**src/rtl/uart_params.svh**
```systemverilog
`ifndef UART_PARAMS_SVH
`define UART_PARAMS_SVH

// clock cycles per bit on both tx and rx.
// keep it even so that half a period is a whole number of cycles.
`define UART_CLKS_PER_BIT 8

// start, eight data bits, parity and stop.
`define UART_FRAME_BITS 11

// set to 0 to force the received parity error flag low.
`define UART_PARITY_CHECK 1

`endif

```
**src/rtl/uart_pkg.sv**
```systemverilog
`include "uart_params.svh"

package uart_pkg;

  typedef logic [7:0] uart_byte_t;

  typedef logic [15:0] uart_cmd_t;  // high byte goes out first.

  // parity error flag in bit 8, received byte below it.
  typedef logic [8:0] uart_read_t;

  typedef logic [3:0] bit_cnt_t;  // bit index within one frame.

  typedef logic [$clog2(`UART_CLKS_PER_BIT)-1:0] tick_cnt_t;

  typedef enum logic [1:0] {
    IDLE,
    SEND_HI,
    SEND_LO
  } ctrl_state_t;

  typedef enum logic [1:0] {
    RX_IDLE,
    RX_START,
    RX_BITS,
    RX_STOP
  } rx_state_t;

endpackage

```
**src/rtl/uart_tx_if.sv**
```systemverilog
interface uart_tx_if
  import uart_pkg::*;
();

  logic       load;  // one cycle, only while busy is low.
  uart_byte_t data;  // taken by the shifter in the load cycle.
  logic       busy;
  logic       done;  // one cycle after the stop bit has been held.

  modport ctrl (
    output load,
    output data,
    input  busy,
    input  done
  );

  modport shifter (
    input  load,
    input  data,
    output busy,
    output done
  );

endinterface

```
**src/rtl/baud_timer.sv**
```systemverilog
`include "uart_params.svh"

module baud_timer
  import uart_pkg::*;
(
  input  logic clk,
  input  logic rst_n,
  input  logic run,
  input  logic half,
  output logic tick
);

  localparam tick_cnt_t LAST = tick_cnt_t'(`UART_CLKS_PER_BIT - 1);

  // preloaded on the rising edge of run so the first tick falls at mid-bit.
  localparam tick_cnt_t HALF_START = tick_cnt_t'(`UART_CLKS_PER_BIT / 2 + 1);

  tick_cnt_t cnt;
  logic      run_q;

  always_ff @(posedge clk or negedge rst_n) begin
    if (!rst_n) begin
      cnt   <= '0;
      run_q <= 1'b0;
    end else begin
      run_q <= run;
      if (!run) begin
        cnt <= '0;
      end else if (tick) begin
        cnt <= '0;
      end else if (!run_q && half) begin
        cnt <= HALF_START;
      end else begin
        cnt <= cnt + tick_cnt_t'(1);
      end
    end
  end

  assign tick = (cnt == LAST);

  // run may only drop on a tick, otherwise a stale count could still tick.
  a_no_tick_when_stopped: assert property (
    @(posedge clk) disable iff (!rst_n) !run |-> !tick
  );

endmodule

```
**src/rtl/uart_tx_shifter.sv**
```systemverilog
`include "uart_params.svh"

module uart_tx_shifter
  import uart_pkg::*;
(
  input  logic       clk,
  input  logic       rst_n,
  uart_tx_if.shifter txi,
  input  logic       tick,
  output logic       timer_run,
  output logic       tx
);

  localparam bit_cnt_t STOP_IDX = bit_cnt_t'(`UART_FRAME_BITS - 1);

  logic [`UART_FRAME_BITS-1:0] frame_q;  // bit 0 is the one on the line.
  bit_cnt_t                    bit_cnt;
  logic                        last_bit;

  assign last_bit = (bit_cnt == STOP_IDX);

  // stop, odd parity, data LSB first, start.
  always_ff @(posedge clk) begin
    if (txi.load) begin
      frame_q <= {1'b1, ~^txi.data, txi.data, 1'b0};
    end else if (tick) begin
      frame_q <= {1'b1, frame_q[`UART_FRAME_BITS-1:1]};
    end
  end

  always_ff @(posedge clk or negedge rst_n) begin
    if (!rst_n) begin
      txi.busy <= 1'b0;
      txi.done <= 1'b0;
      tx       <= 1'b1;
      bit_cnt  <= '0;
    end else begin
      txi.done <= 1'b0;
      if (txi.load) begin
        txi.busy <= 1'b1;
        tx       <= 1'b0;  // start bit.
        bit_cnt  <= '0;
      end else if (tick) begin
        if (last_bit) begin
          txi.busy <= 1'b0;
          txi.done <= 1'b1;
          tx       <= 1'b1;
        end else begin
          tx      <= frame_q[1];
          bit_cnt <= bit_cnt + bit_cnt_t'(1);
        end
      end
    end
  end

  // the bit timer runs for exactly the frame.
  assign timer_run = txi.busy;

  a_load_when_idle: assert property (
    @(posedge clk) disable iff (!rst_n) txi.load |-> !txi.busy
  );

endmodule

```
**src/rtl/uart_rx_sampler.sv**
```systemverilog
`include "uart_params.svh"

module uart_rx_sampler
  import uart_pkg::*;
(
  input  logic       clk,
  input  logic       rst_n,
  input  logic       rx,
  input  logic       tick,
  output logic       timer_run,
  output logic       timer_half,
  output logic       read_rdy,
  output uart_read_t read_data
);

  // index of the parity bit among the bits after start.
  localparam bit_cnt_t PARITY_IDX = bit_cnt_t'(`UART_FRAME_BITS - 3);

  logic       rx_meta;
  logic       rx_sync;
  logic       rx_prev;
  rx_state_t  state;
  bit_cnt_t   bit_cnt;
  logic [8:0] shift_q;  // parity bit ends up on top.
  logic       parity_err;

  always_ff @(posedge clk or negedge rst_n) begin
    if (!rst_n) begin
      rx_meta <= 1'b1;
      rx_sync <= 1'b1;
      rx_prev <= 1'b1;
    end else begin
      rx_meta <= rx;
      rx_sync <= rx_meta;
      rx_prev <= rx_sync;
    end
  end

  assign timer_run  = (state != RX_IDLE);
  assign timer_half = (state == RX_START);  // only seen when the timer starts.

  // data and parity together must hold an odd number of ones.
  assign parity_err = (`UART_PARITY_CHECK != 0) && !(^shift_q);

  always_ff @(posedge clk) begin
    if (state == RX_BITS && tick) begin
      shift_q <= {rx_sync, shift_q[8:1]};
    end
  end

  always_ff @(posedge clk) begin
    if (state == RX_STOP && tick && rx_sync) begin
      read_data <= {parity_err, shift_q[7:0]};
    end
  end

  always_ff @(posedge clk or negedge rst_n) begin
    if (!rst_n) begin
      state    <= RX_IDLE;
      bit_cnt  <= '0;
      read_rdy <= 1'b0;
    end else begin
      read_rdy <= 1'b0;
      case (state)
        RX_IDLE: begin
          // a falling edge, so a line held low after a bad stop bit waits.
          if (!rx_sync && rx_prev) begin
            state <= RX_START;
          end
        end
        RX_START: begin
          if (tick) begin
            if (!rx_sync) begin
              state   <= RX_BITS;
              bit_cnt <= '0;
            end else begin
              state <= RX_IDLE;  // high at mid start bit, a glitch.
            end
          end
        end
        RX_BITS: begin
          if (tick) begin
            bit_cnt <= bit_cnt + bit_cnt_t'(1);
            if (bit_cnt == PARITY_IDX) begin
              state <= RX_STOP;
            end
          end
        end
        RX_STOP: begin
          if (tick) begin
            read_rdy <= rx_sync;  // framing error drops the byte.
            state    <= RX_IDLE;
          end
        end
        default: state <= RX_IDLE;
      endcase
    end
  end

  a_read_rdy_pulse: assert property (
    @(posedge clk) disable iff (!rst_n) read_rdy |=> !read_rdy
  );

endmodule

```
**src/rtl/cmd_ctrl_fsm.sv**
```systemverilog
module cmd_ctrl_fsm
  import uart_pkg::*;
(
  input  logic      clk,
  input  logic      rst_n,
  input  uart_cmd_t cmd_in,
  input  logic      cmd_vld,
  output logic      cmd_rdy,
  uart_tx_if.ctrl   txc
);

  ctrl_state_t state;
  uart_cmd_t   cmd_q;
  logic        accept;

  assign accept = cmd_vld && cmd_rdy;

  always_ff @(posedge clk) begin
    if (accept) begin
      cmd_q <= cmd_in;
    end
  end

  // the shifter takes data in the load cycle, so it follows the state.
  assign txc.data = (state == SEND_LO) ? cmd_q[7:0] : cmd_q[15:8];

  always_ff @(posedge clk or negedge rst_n) begin
    if (!rst_n) begin
      state    <= IDLE;
      cmd_rdy  <= 1'b1;
      txc.load <= 1'b0;
    end else begin
      txc.load <= 1'b0;
      case (state)
        IDLE: begin
          if (accept) begin
            state    <= SEND_HI;
            cmd_rdy  <= 1'b0;
            txc.load <= 1'b1;
          end
        end
        SEND_HI: begin
          if (txc.done) begin
            state    <= SEND_LO;
            txc.load <= 1'b1;  // busy has already dropped with done.
          end
        end
        SEND_LO: begin
          if (txc.done) begin
            state   <= IDLE;
            cmd_rdy <= 1'b1;
          end
        end
        default: begin
          state   <= IDLE;
          cmd_rdy <= 1'b1;
        end
      endcase
    end
  end

  a_rdy_only_idle: assert property (
    @(posedge clk) disable iff (!rst_n) (state != IDLE) |-> !cmd_rdy
  );

endmodule

```
**src/rtl/uart_cmd_top.sv**
```systemverilog
module uart_cmd_top
  import uart_pkg::*;
(
  input  logic                          clk,
  input  logic                          rst_n,
  input  logic [$bits(uart_cmd_t)-1:0]  cmd_in,
  input  logic                          cmd_vld,
  output logic                          cmd_rdy,
  input  logic                          rx,
  output logic                          tx,
  output logic                          read_rdy,
  output logic [$bits(uart_read_t)-1:0] read_data
);

  logic tx_tick;
  logic tx_run;
  logic rx_tick;
  logic rx_run;
  logic rx_half;

  uart_tx_if u_tx_if ();

  cmd_ctrl_fsm u_ctrl (
    .clk     (clk),
    .rst_n   (rst_n),
    .cmd_in  (cmd_in),
    .cmd_vld (cmd_vld),
    .cmd_rdy (cmd_rdy),
    .txc     (u_tx_if.ctrl)
  );

  uart_tx_shifter u_tx_shifter (
    .clk       (clk),
    .rst_n     (rst_n),
    .txi       (u_tx_if.shifter),
    .tick      (tx_tick),
    .timer_run (tx_run),
    .tx        (tx)
  );

  // transmit bits start on a period boundary.
  baud_timer u_tx_timer (
    .clk   (clk),
    .rst_n (rst_n),
    .run   (tx_run),
    .half  (1'b0),
    .tick  (tx_tick)
  );

  uart_rx_sampler u_rx_sampler (
    .clk        (clk),
    .rst_n      (rst_n),
    .rx         (rx),
    .tick       (rx_tick),
    .timer_run  (rx_run),
    .timer_half (rx_half),
    .read_rdy   (read_rdy),
    .read_data  (read_data)
  );

  baud_timer u_rx_timer (
    .clk   (clk),
    .rst_n (rst_n),
    .run   (rx_run),
    .half  (rx_half),
    .tick  (rx_tick)
  );

endmodule

```
**config.mk**
```make
export PLATFORM = sky130hd
export DESIGN_NAME = uart_cmd_top
export DESIGN_NICKNAME = d
export VERILOG_FILES = /design/src/rtl/uart_pkg.sv /design/src/rtl/uart_tx_if.sv /design/src/rtl/baud_timer.sv /design/src/rtl/uart_tx_shifter.sv /design/src/rtl/uart_rx_sampler.sv /design/src/rtl/cmd_ctrl_fsm.sv /design/src/rtl/uart_cmd_top.sv
export VERILOG_INCLUDE_DIRS = /design/src /design/src/rtl
export SDC_FILE = /design/constraint.sdc
export NUM_CORES = 1
export LEC_CHECK = 0
export BUFFER_PORTS_ARGS = -buffer_cell sky130_fd_sc_hd__buf_2
export CORE_MARGIN = 2
export CORE_UTILIZATION = 49
export CTS_CLUSTER_SIZE = 28
export DETAILED_ROUTE_END_ITERATION = 8
export PLACE_DENSITY = 0.66
export SYNTH_ARGS = -nofsm -noshare
export SYNTH_HDL_FRONTEND = slang
export SYNTH_SLANG_ARGS = --single-unit
```
**constraint.sdc**
```tcl
create_clock -name clk -period 2.01 [get_ports clk]
set_input_delay 0.402 -clock clk [delete_from_list [all_inputs] [get_ports clk]]
set_output_delay 0.402 -clock clk [all_outputs]
set_load 0.02 [all_outputs]
```
# Word level (Yosys, flattened, before mapping)
# Cells that the tools add are included.
[op_classes] addsub=4 eq_ne=19 reduce_logical=23 bitwise=1 muxes=43
[op_table] cell="two-way mux 4 bit" count=6
[op_table] cell="two-way mux 10 bit" count=2
[op_table] cell="two-way mux 2 bit" count=9
[op_table] cell="two-way mux 1 bit" count=15
[op_table] cell="two-way mux 3 bit" count=5
[op_table] cell="inequality test 2 x 1 -> 1 bit (second input constant)" count=6
[op_table] cell="parity 9 bit" count=1
[op_table] cell="adder 4 x 1 -> 4 bit (second input constant)" count=2
[op_table] cell="equality test 4 bit (second input constant)" count=2
[op_table] cell="two-way mux 8 bit" count=1
[op_table] cell="inequality test 2 bit (second input constant)" count=4
[op_table] cell="one-hot mux 2 bit (4 select lines)" count=1
[op_table] cell="one-hot mux 4 bit (2 select lines)" count=1
[op_table] cell="nonzero test 2 bit" count=4
[op_table] cell="XNOR reduction 8 bit" count=1
[op_table] cell="adder 3 x 1 -> 3 bit (second input constant)" count=2
[op_table] cell="equality test 2 bit (second input constant)" count=3
[op_table] cell="equality test 3 bit (second input constant)" count=2
[op_table] cell="logical AND 1 bit" count=6
[op_table] cell="one-hot mux 2 bit (3 select lines)" count=1
[op_table] cell="AND reduction 3 bit" count=2
[op_table] cell="AND reduction 5 bit" count=1
[op_table] cell="equality test 2 x 1 -> 1 bit (second input constant)" count=2
[op_table] cell="zero test 2 bit" count=2
[op_table] cell="other kinds (6)" count=9
[totals] ff_bits=72 word_cells=111 inputBits=20 output_inout_bits=12

# Longest topological paths before layout
[depth] ltp_word=5 ltp_mapped=6

# Hierarchy
# From an unflattened synthesis, not the netlist that was laid out.
[hier_totals] hier_cells=202 hier_area_um2=2996.6
[modules_own_cells] module="uart_rx_sampler" area_per_inst_um2=1103.6 cells_each=71 instances=1
[modules_own_cells] module="cmd_ctrl_fsm" area_per_inst_um2=788.3 cells_each=42 instances=1
[modules_own_cells] module="uart_tx_shifter" area_per_inst_um2=763.2 cells_each=64 instances=1
[modules_own_cells] module="baud_timer" area_per_inst_um2=168.9 cells_each=12 instances=2
[modules_own_cells] module="uart_cmd_top" area_per_inst_um2=3.8 cells_each=1 instances=1

# Worst setup path after synthesis
# Ideal clock, no wire load.
[synth_timing] kind="register to register" start="register u_rx_timer.cnt[0]" end="register u_rx_sampler.bit_cnt[2]" t_arrival_ns=1.497 setup_slack_ns=0.414 path_stages_with_launch=7 synth_period_minus_slack_ns=1.596 cell_sequence="dfrtp_1 ha_1 ha_1 and2b_2 nand2_1 inv_1 a311oi_1"
[synth_via] elab_chain_len=3 word_cells_on_any_way=4 classes_between="eq/ne: 3; reduce/logical: 1"
[synth_lines] item="from (decl)" line="baud_timer.sv:18" text="tick_cnt_t cnt;"
[synth_lines] item="from (signal assigned)" line="baud_timer.sv:34" text="cnt <= cnt + tick_cnt_t'(1);"
[synth_lines] item="equality test 3 bit (*)" line="baud_timer.sv:39" text="assign tick = (cnt == LAST);"
[synth_lines] item="inequality test 2 bit (no source line) or inequality test 2 x 1 -> 1 bit (tied branches)"
[synth_lines] item="AND reduction 4 bit (no source line) (*)"
[synth_lines] item="to (signal assigned)" line="uart_rx_sampler.sv:83" text="bit_cnt <= bit_cnt + bit_cnt_t'(1);"
[synth_lines] item="to (decl)" line="uart_rx_sampler.sv:23" text="bit_cnt_t bit_cnt;"
# Mark *: on every way between the ends. The rest lies on a longest branch, timed or not.
# A chain may end at the register's enable or synchronous reset.

# Worst setup path in the final report
# Ends and elaborated chain as after synthesis.

==> results.txt <==
----------------------------------------------------
[Setup path]
  Data required time at the worst endpoint ... 2250 ps
  Worst reg2reg setup slack ... 210 ps
  Kind of critical path ... reg2reg
  Worst reg-to-reg path cell count ... 6
  Worst setup endpoint ... u_rx_sampler.bit_cnt[2]
  Endpoint class of the critical path ... flip-flop
  Type of element launching the critical path ... flip-flop
  Crit Reg-Reg Startpoint ... u_rx_timer.cnt[0]
  End of the worst register-to-register path ... u_rx_sampler.bit_cnt[2]
  Data arrival time of the critical path ... 2040 ps
  Max FO, Critical Path ... 12
  Critical Path Start ... u_rx_timer.cnt[0]

[Global route]
  Gr usage total ... 0.1612
  Global-route wire length before repair ... 7762 µm
  Initial antenna violation count ... 0
  Total congestion overflow ... 0
  Vias in the first global route ... 1604
  Largest net degree at the start of global routing ... 29

[Synth]
  Post-synthesis instance area ... 2957 µm²
  Post-synth cell types ... 34
  Post-synthesis cell type with the largest combined area ... sky130_fd_sc_hd__edfxtp_1
  Most frequently used flop master after synthesis ... sky130_fd_sc_hd__edfxtp_1
  Number of flops mapped to enable cells by yosys ... 43
  Net Count, Synth ... 233
  Top post-synthesis cells by area ... sky130_fd_sc_hd__edfxtp_1 44%, sky130_fd_sc_hd__dfrtp_1 19%, sky130_fd_sc_hd__xnor2_1 6.5%, sky130_fd_sc_hd__dfstp_2 4.4%, sky130_fd_sc_hd__mux2_4 4.1%
  Flip-flop and latch count after synthesis ... 71
  Synth top area share ... 0.4367
  Number of standard cells after synthesis ... 205
  Syn Area/Cell ... 14.42 µm²
  Part of the Yosys area used for sequential elements ... 0.6758
  Most instantiated library cell after synthesis ... sky130_fd_sc_hd__edfxtp_1
  Post-synth top cells ... 43 x sky130_fd_sc_hd__edfxtp_1, 23 x sky130_fd_sc_hd__dfrtp_1, 22 x sky130_fd_sc_hd__xnor2_1, 16 x sky130_fd_sc_hd__nor2_1, 13 x sky130_fd_sc_hd__a21oi_1
  Synthesis Warnings ... 0
  Share of async-settable or async-resettable flops after synthesis ... 0.3944

[Floorplan]
  Starting density of the core ... 0.5023
  Die Width ... 81.68 µm
  Number of standard-cell rows in the floorplan ... 28
  Core Area ... 5886 µm²
  Die footprint ... 6671 µm²
  Die height ... 81.68 µm
  Top Ports ... 32

[Timing]
  Clock skew ... 3.903 ps
  Highest clock frequency the design can meet ... 0.5564 GHz
  Normalized max-slew margin ... 0.5797
  Sum of negative setup slack ... 0 ps
  Number of endpoints with negative hold slack in the final report ... 0
  Final setup violation count ... 0
  RSZ-0062 raised after global routing ... no
  Clock period minus worst slack ... 1797 ps
  Period utilisation layout ... 0.8941
  Slew @ Worst Pin ... 630.4 ps
  Final number of max-transition violations ... 0

[Clocking]
  Clock buffer count from CTS ... 9
  Number of levels in the clock H-tree ... 3
  Clock sink count ... 71
  Clock latency on the worst-skew pair ... 340 ps
  Post-CTS resize count ... 0
  Hold bufs inserted after CTS ... 0
  Total setup buffers inserted after CTS ... 0
  CTS tree ... done
  Clock transition at the register clock pins on the worst setup and hold paths after CTS ... 70 ps
  Buffer depth of the longest clock path ... 2
  Clock Root Buffer ... sky130_fd_sc_hd__clkbuf_8

[Place]
  Estimated wirelength of the detail-placed design ... 3013 µm
  Placed Instance Area ... 3202 µm²
  Port Buffers ... 31
  GPL Wtd Cong ... 0.7397

[Detailed routing]
  Number of DRC violations after detailed-routing iteration 0 ... 76
  Detailed-route wire length per cell ... 13.64 µm
  Wire length reported by the detailed router ... 4447 µm
  Via density per instance ... 4.908
  Drc violations ... 0
  Count of nets left with antenna violations after detail routing ... 0
  Count of TritonRoute iterations in the first routing pass ... 4
  Routed via count ... 1600

[Pwr]
  Part of the power in the clock network ... 0.371
  Part of the total power dissipated in sequential elements ... 0.553
  Psw ... 716.4 µW
  Total power density per cell area ... 894.9 nW/µm²
  Internal power ... 2.326 mW
  Switching portion of total power ... 0.2355
  Combinational group share of total power ... 0.076
  Static leakage ... 1.338 nW
  Max IR drop VDD ... 0.5030 mV

[Final layout]
  Final std cell area, no fill ... 3400 µm²
  Ant diodes ... 0
  Layout fillers ... 503
  Area of the multi-input gates ... 902.1 µm²
  Area added between synthesis and finish ... 14.98%
  Fraction of layout instances using a drive strength above 1 ... 0.2709
  Layout Nets ... 274
  Storage element area ... 1998 µm²

[Run status]
  Result of the run ... finished, final reports clean

[Hold path]
  Hold Crit Class ... in2async

[Job]
  Number of max-cap violations ... 0

----------------------------------------------------
[logic make-up after synthesis]
kind of cell	share of synthesized area
XOR/XNOR	0.07110
multiplexers	0.04063
AO/OA/AOI/OAI	0.07322
flip-flops	0.6758
adder cells (fa/ha/maj)	0.03386
AND/OR/NAND/NOR	0.08634
buffers and inverters	0.01904
[layout by cell type (no fill, tap or decap), drive strengths merged, types with 10 or more instances in the layout]
| cell | instances |
|---|---|
| edfxtp | 43 |
| buf | 35 |
| dfrtp | 23 |
| a21oi | 13 |
| nand2 | 10 |
| nor2 | 16 |
| xnor2 | 22 |
| clkbuf | 10 |
[power by group through the flow]
stage / Clock [mW] / Combinational (mW) / Sequential (mW)
final: 1.13 / 0.230 / 1.68
after global routing: 1.23 / 0.269 / 1.69
after CTS: 1.17 / 0.235 / 1.68
after detailed placement: 0 / 0.234 / 1.72
after global placement: 0 / 0.228 / 1.71
after floorplan: 0 / 0.196 / 1.69
[critical path, stage by stage, from the launching register on]
cell,delay (ps)
sky130_fd_sc_hd__dfrtp_1,380
sky130_fd_sc_hd__ha_1,200
sky130_fd_sc_hd__ha_1,230
sky130_fd_sc_hd__and2b_2,250
sky130_fd_sc_hd__nand2_1,90
sky130_fd_sc_hd__inv_1,200
sky130_fd_sc_hd__a311oi_1,340
[layer usage]
layer / vias up / routed length [µm] / GRT usage
li1: 812 / - / -
met1: 751 / 2192 / 0.2164
met2: 28 / 1981 / 0.2311
met3: 9 / 182 / 0.05275
met4: 0 / 91 / 0.09000
met5: - / 0 / 0
[cell type report]
cell class,count,area share
Clock buffer,10,0.04049
Tap cell,75,0.02760
Multi-Input combinational cell,123,0.2654
Inverter,6,0.006625
Clock inverter,6,0.01767
Timing Repair Buffer,35,0.05447
Sequential cell,71,0.5878
[stage by stage]
step / setup WS (ps) / power (mW) / util / std cells / hold WS (ps)
2_1_floorplan: 413.8 / 1.884 / - / 205 / 106.4
3_3_place_gp: 326.3 / 1.940 / 0.5440 / 310 / 346.3
3_5_place_dp: 188.5 / 1.949 / 0.5440 / 310 / 346.8
4_1_cts: 194.7 / 3.091 / 0.5776 / 326 / 63.78
5_1_grt: 89.38 / 3.193 / 0.5776 / 326 / 108.5
6_report: 212.9 / 3.042 / 0.5776 / 326 / 69.84
[registers in the layout (all words and copies together), names as in the netlist, 2 cells and up, named ones only]
name,flops
u_rx_sampler.shift_q,9
u_tx_timer.cnt,3
u_tx_shifter.frame_q,9
u_ctrl.cmd_q,16
u_rx_timer.cnt,3
u_tx_shifter.bit_cnt,4
u_rx_sampler.read_data,9
u_ctrl.state,2
u_rx_sampler.bit_cnt,4
[worst min-delay path by stage]
| stage | start | to | slack (ps) | cells past startpoint |
|---|---|---|---|---|
| after global placement | u_rx_sampler.rx_meta | u_rx_sampler.rx_sync | 350 | 0 |
| after global routing | rst_n | u_tx_shifter.timer_run | 110 | 1 |
| after floorplan | rst_n | asynchronous set/reset pin | 110 | 0 |
| after CTS | rst_n | u_tx_shifter.bit_cnt[0] | 60 | 1 |
| final | rst_n | u_tx_shifter.bit_cnt[0] | 70 | 1 |
| after detailed placement | u_rx_sampler.rx_meta | u_rx_sampler.rx_sync | 350 | 0 |
(Power assumes the default switching activity.)
